--- src/hdl/rv_decode_pkg.sv ---
`default_nettype none

package rv_decode_pkg;

    localparam int xlen = 32;
    localparam int reg_count = 32;

    typedef logic [4:0] reg_addr_t;
    typedef logic [xlen-1:0] reg_value_t;
    typedef logic [2:0] funct3_t;

    // Up to two writes in flight per destination
    typedef logic [1:0] pend_count_t;
    localparam pend_count_t max_pending = 2'd2;

    // RV32I major opcodes, including the ones that fault here
    typedef enum logic [6:0] {
        OPC_LOAD   = 7'b0000011,
        OPC_FENCE  = 7'b0001111,
        OPC_IMM    = 7'b0010011,
        OPC_AUIPC  = 7'b0010111,
        OPC_STORE  = 7'b0100011,
        OPC_OP     = 7'b0110011,
        OPC_LUI    = 7'b0110111,
        OPC_BRANCH = 7'b1100011,
        OPC_JALR   = 7'b1100111,
        OPC_JAL    = 7'b1101111,
        OPC_SYSTEM = 7'b1110011
    } opcode_t;

    localparam funct3_t funct3_add = 3'b000;      // ADD/SUB, also ECALL/EBREAK group
    localparam funct3_t funct3_srl_sra = 3'b101;
    localparam logic [6:0] funct7_alt = 7'b0100000; // SUB and SRA

    // funct12 of EBREAK, ECALL is zero
    localparam logic [11:0] ebreak_funct12 = 12'h001;

    // Execute command kind
    typedef enum logic [1:0] {
        EXEC_ALU   = 2'b00,
        EXEC_LOAD  = 2'b01,
        EXEC_STORE = 2'b10
    } exec_type_t;

    // Instruction class seen by the stage
    typedef enum logic [2:0] {
        ALU_REG = 3'd0,
        ALU_IMM = 3'd1,
        UPPER   = 3'd2,     // LUI and AUIPC
        LOAD    = 3'd3,
        STORE   = 3'd4,
        HALT    = 3'd5,
        ILLEGAL = 3'd6
    } inst_class_t;

endpackage

`default_nettype wire

--- src/hdl/decode_control.sv ---
`default_nettype none

module decode_control
    import rv_decode_pkg::*;
(
    input  logic        clk,
    input  logic        rst,

    input  logic        in_valid,
    input  reg_value_t  in_pc,
    output logic        in_ready,

    input  logic        clearing,
    input  logic        issue_ok,
    input  logic        all_clear,
    output logic        issue,

    input  reg_addr_t   rd,
    input  funct3_t     funct3,
    input  logic        alt,
    input  reg_value_t  imm,
    input  inst_class_t inst_class,
    input  logic        writes_rd,
    input  reg_value_t  rs1_value,
    input  reg_value_t  rs2_value,

    output logic        ex_valid,
    input  logic        ex_ready,
    output exec_type_t  ex_type,
    output funct3_t     ex_funct3,
    output logic        ex_alt,
    output reg_addr_t   ex_rd,
    output reg_value_t  ex_operand_a,
    output reg_value_t  ex_operand_b,
    output reg_value_t  ex_store_value,
    output reg_value_t  ex_pc,

    output logic        halted,
    output logic        faulted,
    output logic        finished
);

    typedef enum logic [1:0] {
        ST_RESET  = 2'd0,
        ST_NORMAL = 2'd1,
        ST_HALT   = 2'd2,
        ST_FAULT  = 2'd3
    } state_t;

    state_t     state, next_state;
    logic       accept, send, alu_class;
    exec_type_t cmd_type;
    funct3_t    cmd_funct3;
    logic       cmd_alt;
    reg_value_t cmd_operand_a, cmd_operand_b;

    // Accept only in NORMAL, with a free or emptying output slot
    assign in_ready = state == ST_NORMAL && issue_ok && (!ex_valid || ex_ready);
    assign accept   = in_valid && in_ready;

    assign alu_class = inst_class inside {ALU_REG, ALU_IMM, UPPER};
    assign issue     = accept && inst_class inside {ALU_REG, ALU_IMM, UPPER, LOAD, STORE};
    assign send      = issue && !(alu_class && rd == '0); // ALU results to x0 vanish

    always_comb begin
        next_state = state;
        if (state == ST_RESET && !clearing) begin
            next_state = ST_NORMAL;
        end
        if (accept && inst_class == HALT) begin
            next_state = ST_HALT;
        end else if (accept && inst_class == ILLEGAL) begin
            next_state = ST_FAULT;
        end
    end

    always_ff @(posedge clk) begin
        if (rst) begin
            state <= ST_RESET;
        end else begin
            state <= next_state;
        end
    end

    always_comb begin
        cmd_type      = EXEC_ALU;
        cmd_funct3    = funct3;
        cmd_alt       = alt;
        cmd_operand_a = rs1_value;
        cmd_operand_b = imm;
        case (inst_class)
            ALU_REG: cmd_operand_b = rs2_value;
            UPPER: begin
                cmd_funct3    = funct3_add;
                cmd_alt       = 1'b0;
                cmd_operand_a = alt ? in_pc : '0;   // AUIPC adds to pc, LUI to zero
            end
            LOAD:  cmd_type = EXEC_LOAD;
            STORE: cmd_type = EXEC_STORE;
            default: ;
        endcase
    end

    // Output slot, a new command replaces a taken one without a bubble
    always_ff @(posedge clk) begin
        if (rst) begin
            ex_valid <= 1'b0;
        end else if (send) begin
            ex_valid <= 1'b1;
        end else if (ex_ready) begin
            ex_valid <= 1'b0;
        end
    end

    always_ff @(posedge clk) begin
        if (send) begin
            ex_type        <= cmd_type;
            ex_funct3      <= cmd_funct3;
            ex_alt         <= cmd_alt;
            ex_rd          <= writes_rd ? rd : '0;
            ex_operand_a   <= cmd_operand_a;
            ex_operand_b   <= cmd_operand_b;
            ex_store_value <= rs2_value;
            ex_pc          <= in_pc;
        end
    end

    assign halted   = state == ST_HALT;
    assign faulted  = state == ST_FAULT;
    assign finished = (halted || faulted) && all_clear;

    // Held command must not change under back-pressure
    assert property (@(posedge clk) disable iff (rst)
        ex_valid && !ex_ready |=> ex_valid && $stable(ex_type) && $stable(ex_funct3) &&
            $stable(ex_alt) && $stable(ex_rd) && $stable(ex_operand_a) &&
            $stable(ex_operand_b) && $stable(ex_store_value) && $stable(ex_pc))
        else $error("Execute command changed while stalled");

endmodule

`default_nettype wire

--- src/hdl/decode_fields.sv ---
`default_nettype none

module decode_fields
    import rv_decode_pkg::*;
(
    input  reg_value_t  inst,

    output reg_addr_t   rd,
    output reg_addr_t   rs1,
    output reg_addr_t   rs2,
    output funct3_t     funct3,
    output logic        alt,
    output reg_value_t  imm,
    output inst_class_t inst_class,
    output logic        uses_rs1,
    output logic        uses_rs2,
    output logic        writes_rd
);

    opcode_t     opcode;
    logic [6:0]  funct7;
    logic [11:0] funct12;
    logic        is_ebreak;
    reg_value_t  imm_i, imm_s, imm_u;

    assign opcode  = opcode_t'(inst[6:0]);
    assign rd      = inst[11:7];
    assign funct3  = inst[14:12];
    assign rs1     = inst[19:15];
    assign rs2     = inst[24:20];
    assign funct7  = inst[31:25];
    assign funct12 = inst[31:20];

    assign imm_i = {{20{inst[31]}}, inst[31:20]};
    assign imm_s = {{20{inst[31]}}, inst[31:25], inst[11:7]};
    assign imm_u = {inst[31:12], 12'b0};

    // Plain EBREAK only, any other SYSTEM encoding faults
    assign is_ebreak = funct12 == ebreak_funct12 && funct3 == funct3_add &&
                       rs1 == '0 && rd == '0;

    always_comb begin
        inst_class = ILLEGAL;
        imm        = imm_i;
        alt        = 1'b0;
        case (opcode)
            OPC_OP: begin
                inst_class = ALU_REG;
                alt        = funct7 == funct7_alt;
            end
            OPC_IMM: begin
                inst_class = ALU_IMM;
                // Only SRAI has an alternate form among the immediates
                alt        = funct7 == funct7_alt && funct3 == funct3_srl_sra;
            end
            OPC_LUI: begin
                inst_class = UPPER;
                imm        = imm_u;
            end
            OPC_AUIPC: begin
                inst_class = UPPER;
                imm        = imm_u;
                alt        = 1'b1;  // UPPER uses alt as the pc-relative marker
            end
            OPC_LOAD:  inst_class = LOAD;
            OPC_STORE: begin
                inst_class = STORE;
                imm        = imm_s;
            end
            OPC_SYSTEM: inst_class = is_ebreak ? HALT : ILLEGAL;
            OPC_JAL, OPC_JALR, OPC_BRANCH, OPC_FENCE: inst_class = ILLEGAL;
            default: inst_class = ILLEGAL;
        endcase
    end

    assign uses_rs1  = inst_class inside {ALU_REG, ALU_IMM, LOAD, STORE};
    assign uses_rs2  = inst_class inside {ALU_REG, STORE};
    assign writes_rd = inst_class inside {ALU_REG, ALU_IMM, UPPER, LOAD} && rd != '0;

endmodule

`default_nettype wire

--- src/hdl/decode_reg_file.sv ---
`default_nettype none

module decode_reg_file
    import rv_decode_pkg::*;
(
    input  logic       clk,
    input  logic       rst,

    input  reg_addr_t  rd_addr_a,
    input  reg_addr_t  rd_addr_b,
    output reg_value_t rd_value_a,
    output reg_value_t rd_value_b,

    input  logic       wr_en,
    input  reg_addr_t  wr_addr,
    input  reg_value_t wr_value,

    output logic       clearing
);

    reg_value_t regs [reg_count];
    reg_addr_t  sweep_addr;

    // Zeroing sweep, one register per cycle after reset
    always_ff @(posedge clk) begin
        if (rst) begin
            sweep_addr <= '0;
            clearing   <= 1'b1;
        end else if (clearing) begin
            sweep_addr <= sweep_addr + 1'b1;
            if (sweep_addr == reg_addr_t'(reg_count - 1)) begin
                clearing <= 1'b0; // Last register written this cycle
            end
        end
    end

    always_ff @(posedge clk) begin
        if (clearing) begin
            regs[sweep_addr] <= '0;
        end else if (wr_en && wr_addr != '0) begin    // x0 stays zero
            regs[wr_addr] <= wr_value;
        end
    end

    assign rd_value_a = regs[rd_addr_a];
    assign rd_value_b = regs[rd_addr_b];

    // Nothing can be pending during the sweep, so no writeback either
    assert property (@(posedge clk) disable iff (rst) !(wr_en && clearing))
        else $error("Writeback during register clearing");

endmodule

`default_nettype wire

--- src/hdl/decode_scoreboard.sv ---
`default_nettype none

module decode_scoreboard
    import rv_decode_pkg::*;
(
    input  logic      clk,
    input  logic      rst,

    input  reg_addr_t rs1,
    input  reg_addr_t rs2,
    input  reg_addr_t rd,
    input  logic      uses_rs1,
    input  logic      uses_rs2,
    input  logic      writes_rd,
    input  logic      issue,

    input  logic      wb_valid,
    input  reg_addr_t wb_addr,

    output logic      issue_ok,
    output logic      all_clear
);

    pend_count_t pending [reg_count];
    logic        rs1_busy, rs2_busy, rd_full;

    // Sources must be settled, destination needs a free slot
    assign rs1_busy = uses_rs1 && pending[rs1] != '0;
    assign rs2_busy = uses_rs2 && pending[rs2] != '0;
    assign rd_full  = writes_rd && pending[rd] >= max_pending;
    assign issue_ok = !rs1_busy && !rs2_busy && !rd_full;

    for (genvar i = 0; i < reg_count; i++) begin : g_count
        logic inc, dec;

        // writes_rd is never set for x0, so x0 stays at zero
        assign inc = issue && writes_rd && rd == reg_addr_t'(i);
        assign dec = (i != 0) && wb_valid && wb_addr == reg_addr_t'(i);

        always_ff @(posedge clk) begin
            if (rst) begin
                pending[i] <= '0;
            end else if (inc && !dec) begin
                pending[i] <= pending[i] + 1'b1;
            end else if (dec && !inc) begin
                pending[i] <= pending[i] - 1'b1;
            end
        end

        // Writeback only for a register with a write in flight
        assert property (@(posedge clk) disable iff (rst) dec |-> pending[i] != '0)
            else $error("Writeback to x%0d with no pending write", i);

        assert property (@(posedge clk) disable iff (rst)
            inc && !dec |-> pending[i] < max_pending)
            else $error("Pending count overflow on x%0d", i);
    end

    always_comb begin
        all_clear = 1'b1;
        for (int i = 0; i < reg_count; i++) begin
            if (pending[i] != '0) begin
                all_clear = 1'b0;
            end
        end
    end

endmodule

`default_nettype wire

--- src/hdl/rv_decode.sv ---
`default_nettype none

module rv_decode
    import rv_decode_pkg::*;
(
    input  logic       clk,
    input  logic       rst,

    input  logic       in_valid,
    input  reg_value_t in_inst,
    input  reg_value_t in_pc,
    output logic       in_ready,

    output logic       ex_valid,
    input  logic       ex_ready,
    output exec_type_t ex_type,
    output funct3_t    ex_funct3,
    output logic       ex_alt,
    output reg_addr_t  ex_rd,
    output reg_value_t ex_operand_a,
    output reg_value_t ex_operand_b,
    output reg_value_t ex_store_value,
    output reg_value_t ex_pc,

    input  logic       wb_valid,
    input  reg_addr_t  wb_addr,
    input  reg_value_t wb_value,

    output logic       halted,
    output logic       faulted,
    output logic       finished
);

    reg_addr_t   rd, rs1, rs2;
    funct3_t     funct3;
    logic        alt;
    reg_value_t  imm;
    inst_class_t inst_class;
    logic        uses_rs1, uses_rs2, writes_rd;
    reg_value_t  rs1_value, rs2_value;
    logic        clearing, issue_ok, all_clear, issue;

    decode_fields u_fields (
        .inst       (in_inst),
        .rd         (rd),
        .rs1        (rs1),
        .rs2        (rs2),
        .funct3     (funct3),
        .alt        (alt),
        .imm        (imm),
        .inst_class (inst_class),
        .uses_rs1   (uses_rs1),
        .uses_rs2   (uses_rs2),
        .writes_rd  (writes_rd)
    );

    decode_reg_file u_reg_file (
        .clk        (clk),
        .rst        (rst),
        .rd_addr_a  (rs1),
        .rd_addr_b  (rs2),
        .rd_value_a (rs1_value),
        .rd_value_b (rs2_value),
        .wr_en      (wb_valid),
        .wr_addr    (wb_addr),
        .wr_value   (wb_value),
        .clearing   (clearing)
    );

    decode_scoreboard u_scoreboard (
        .clk       (clk),
        .rst       (rst),
        .rs1       (rs1),
        .rs2       (rs2),
        .rd        (rd),
        .uses_rs1  (uses_rs1),
        .uses_rs2  (uses_rs2),
        .writes_rd (writes_rd),
        .issue     (issue),
        .wb_valid  (wb_valid),
        .wb_addr   (wb_addr),
        .issue_ok  (issue_ok),
        .all_clear (all_clear)
    );

    decode_control u_control (
        .clk            (clk),
        .rst            (rst),
        .in_valid       (in_valid),
        .in_pc          (in_pc),
        .in_ready       (in_ready),
        .clearing       (clearing),
        .issue_ok       (issue_ok),
        .all_clear      (all_clear),
        .issue          (issue),
        .rd             (rd),
        .funct3         (funct3),
        .alt            (alt),
        .imm            (imm),
        .inst_class     (inst_class),
        .writes_rd      (writes_rd),
        .rs1_value      (rs1_value),
        .rs2_value      (rs2_value),
        .ex_valid       (ex_valid),
        .ex_ready       (ex_ready),
        .ex_type        (ex_type),
        .ex_funct3      (ex_funct3),
        .ex_alt         (ex_alt),
        .ex_rd          (ex_rd),
        .ex_operand_a   (ex_operand_a),
        .ex_operand_b   (ex_operand_b),
        .ex_store_value (ex_store_value),
        .ex_pc          (ex_pc),
        .halted         (halted),
        .faulted        (faulted),
        .finished       (finished)
    );

endmodule

`default_nettype wire

--- config.mk ---
export PLATFORM = sky130hd
export DESIGN_NAME = rv_decode
export DESIGN_NICKNAME = d
export VERILOG_FILES = /design/src/hdl/rv_decode_pkg.sv /design/src/hdl/decode_control.sv /design/src/hdl/decode_fields.sv /design/src/hdl/decode_reg_file.sv /design/src/hdl/decode_scoreboard.sv /design/src/hdl/rv_decode.sv
export SDC_FILE = /design/constraint.sdc
export NUM_CORES = 2
export LEC_CHECK = 0
export ABC_CLOCK_PERIOD_IN_PS = 18400
export BUFFER_PORTS_ARGS = -buffer_cell sky130_fd_sc_hd__buf_2
export CAP_MARGIN = 15
export CORE_AREA = 2 2 328 330
export CTS_BUF_LIST = sky130_fd_sc_hd__clkbuf_8 sky130_fd_sc_hd__clkbuf_16
export CTS_CLUSTER_DIAMETER = 200
export CTS_CLUSTER_SIZE = 14
export DETAILED_ROUTE_END_ITERATION = 7
export DIE_AREA = 0 0 330 332
export PLACE_DENSITY = 0.73
export REMOVE_ABC_BUFFERS = 1
export SETUP_SLACK_MARGIN = 0.02
export SKIP_LAST_GASP = 1
export SYNTH_ARGS = -nofsm -noshare
export SYNTH_HDL_FRONTEND = slang
export SYNTH_SLANG_ARGS = --single-unit
--- constraint.sdc ---
create_clock -name clk -period 18.4 [get_ports clk]
set_input_delay 1.84 -clock clk [delete_from_list [all_inputs] [get_ports clk]]
set_output_delay 1.84 -clock clk [all_outputs]
set_load 0.05 [all_outputs]
==> impl_results.md <==
* Clock Power Share at about 36%
* Synth warn at 0
* Flop pwr share at a little under three fifths
* Worst Path Arrival at 5.60 ns
* Register bit total from synthesis at about 1200
* Pint at ~0.0042 W
* Fin nets at approximately 3500
* IO Port Bufs at roughly 250
* WS Path Type: primary input to output pin
* Worst path cell trace: buf_8 -> buf_4 -> or3b_2 -> a211oi_1 -> a2111oi_0 -> o211ai_1 -> buf_4 -> and3_1 -> buf_2
* Htree depth at 3
* Syn Std Cell Area at 58970 um2
* Largest net degree at the start of global routing at 153
* Failing checks: DRC
* Vias at approximately 36000
* DRC Markers at 40
* Hold Buf Count CTS at 0
* Syn-to-layout area delta at 9.524%
* Vias in the first global route at 35545
* DR vias/cell at 7.417
* CP peak stage delay at 0.82 ns
* First-pass GRT wire length at 256700 um
* Initial antenna violation count at 14
* Final cycle utilization of the critical path at 40.42%
* # setup viols final at 0
* Leading cell types in the layout, fill and taps excluded: edfxtp_1, mux4_2, buf_2
* Commonest non-fill, non-tap cell in the layout: edfxtp_1
* Tightest Pin Transition at 1.199 ns
* Max Clock Skew at 0.03178 ns
* Highest Clock Rate at 0.1345 GHz
* Clock sink count at 1236
* Worst path top cell family by delay: buffers and inverters
* Capturing element type of the critical path: output pin
* Core ar. at between 100000 and 150000 um2
* Grt total ovfl at 0
* Avg Inst Size Synth at 18.58 um2
* Status: finished, violations left
* Gpl congestion at 0.9407
* Final hold vios at 0
* Core Util, Final at 60.76%
* Post-DP HPWL at 105100 um
* Peak VDD IR at 89.13 uV
* Placed cells at 4657
* Hold Crit Class: flip-flop to flip-flop
* Post-synth EDFFs at 1227
* Latest clock arrival within the worst-skew pair at 0.71 ns
* WL per Instance at 37.65 um
* Max-cap violation count at 0
* Slew HR at between 20% and 30%
* Synth cell types at 66
* FILL cells at 7548
* Worst-path clk slew at 0.07 ns
* Worst Path Required at 16.56 ns
* Async SR Flop Fraction at 0%
* Die Span X at 330 um
* Post-synthesis cell count at 3174
* Total GRT Usage at roughly a third
* FF+latch area at 37030 um2
* Rows at 120
* Predominant post-synthesis flop cell: edfxtp_1
* Slowest-stage cell, CP: buf_4
* Clock Tree Buf Depth at 3
* Detailed Route WL at ~180000 um
* Die Y at ~330 um
* Post-cts resize count at 0
* Post-CTS Setup Repair Bufs at 0
* P per Cell Area at around 84 nW/um2
* I/O Pins at 250
* Crit path top cell by count: buf_4
* Leakage at 22.71 nW
* Number of routed nets with antenna violations at 0
* Comb pwr share at 7.1%
* Post-route minimum period at between 7 and 8 ns
* Iter 0 DRT Violations at 5512
* Setup TNS at 0 ns
* Die area at 109600 um2
* Crit path buf inv count at 4
* Starting Density at a little under three fifths
* Slew Limit Fails at 0
* Post-placement setup slack at 10.96 ns
* Post-route setup slack at 10.96 ns
* Worst Path Max Fanout at 72
* P_sw at 0.001215 W
* Multi-input logic area at 20980 um2
* TritonCTS clock tree: done
* Root Driver: clkbuf_16
* RSZ-0062 raised after global routing: no
* Sw frac at 22.41%
* Total CTS buffers at 98
* Layout cell share with drive strength beyond 1 at 34.46%
* Register area share after synthesis at 62.79%
* 1st-pass router iterations at 8
* Non-filler cells, final at 4794
* Critical Path Source Type: primary input
cell families after synthesis:
| kind of cell | after synthesis | share of synthesized area, % |
|---|---|---|
| muxes | 743 | 26.66 |
| xor gates and xnor gates | 4 | 0.05942 |
| buffers and inverters | 315 | 2.126 |
| AOI/OAI and AO/OA | 264 | 2.671 |
| other | 1 | 0.006359 |
| and+or+nand+nor | 578 | 4.988 |
| adders and majority gates | 33 | 0.7002 |
| DFF | 1236 | 62.79 |
synthesized netlist by cell type, drive strengths merged (10+ instances only):
library cell	instances	share of area, %
buf	97	0.74
nand3b	36	0.46
o32ai	11	0.16
nand3	56	0.48
edfxtp	1227	62
mux2	32	0.61
o211ai	10	0.13
inv	71	0.45
nor2b	15	0.16
mux2i	52	0.88
clkbuf	147	0.94
nand4	71	0.75
ha	33	0.70
and3	10	0.11
nand2b	13	0.14
nor2	169	1.1
o21ai	136	1.2
nor3	56	0.48
nand2	79	0.50
mux4	659	25
and2	39	0.41
a21oi	48	0.41
power by group through the flow:
stage | clock [W] | sequential [W] | combinational, W
floorplan | 0 | 0.00316 | 0.000179
global placement | 0 | 0.00316 | 0.000378
detailed placement | 0 | 0.00317 | 0.000382
CTS | 0.00194 | 0.00311 | 0.000383
global route | 0.00204 | 0.00311 | 0.000401
finish | 0.00193 | 0.00311 | 0.000386
sequential cells by signal, indices dropped and copies added (netlist names), 2 cells and up:
signal and flops:
u_control.ex_type 2, u_scoreboard.pending 64, u_reg_file.regs 1024, u_control.ex_rd 5
u_control.state 2, u_control.ex_operand_a 32, u_control.ex_operand_b 32, u_control.ex_store_value 32
u_reg_file.sweep_addr 5, u_control.ex_funct3 3, u_control.ex_pc 32
through the flow:
stage | total power, W | area (um2) | hold WS, ns
global route | 0.005545 | 64580 | 0.6146
finish | 0.005419 | 64590 | 0.5882
detailed placement | 0.003549 | 61920 | 0.5721
floorplan | 0.003339 | 57990 | 0.5044
global placement | 0.003542 | 61920 | 0.5440
CTS | 0.005433 | 64570 | 0.5837
cell type report:
cell class | count | area share [%]
timing repair buffer | 324 | 2.948
clock buffer | 100 | 3.874
sequential | 1236 | 57.33
antenna | 4 | 0.01550
clock inverter | 32 | 0.2247
inverter | 71 | 0.4126
multi-input combinational | 1624 | 32.48
tap | 1403 | 2.718
tightest hold or removal path: cells and delay by family (launching register included):
family	cells	cell delay (ns)
flip-flops	1	0.33
AO/OA/AOI/OAI	2	0.21
final timing paths:
kind	from	to	slack [ns]	cells past startpoint
max	in_inst[15]	in_ready	10.96	9
min	u_control.state[0]	u_control.state[0]	0.59	2
max reg2reg	u_scoreboard.pending[13][1]	u_control.ex_funct3[0]	13.70	9
min reg2reg	u_control.state[0]	u_control.state[0]	0.59	2
metal layers:
metal | GRT usage [%] | vias up | share of wire (%)
met4 | 11.77 | 16 | 4.0
met1 | 46.72 | 18832 | 36
met3 | 7.412 | 429 | 12
met2 | 51.81 | 2557 | 48
met5 | 0 | - | 0.053
li1 | - | 13721 | -
(Power assumes the default switching activity.)
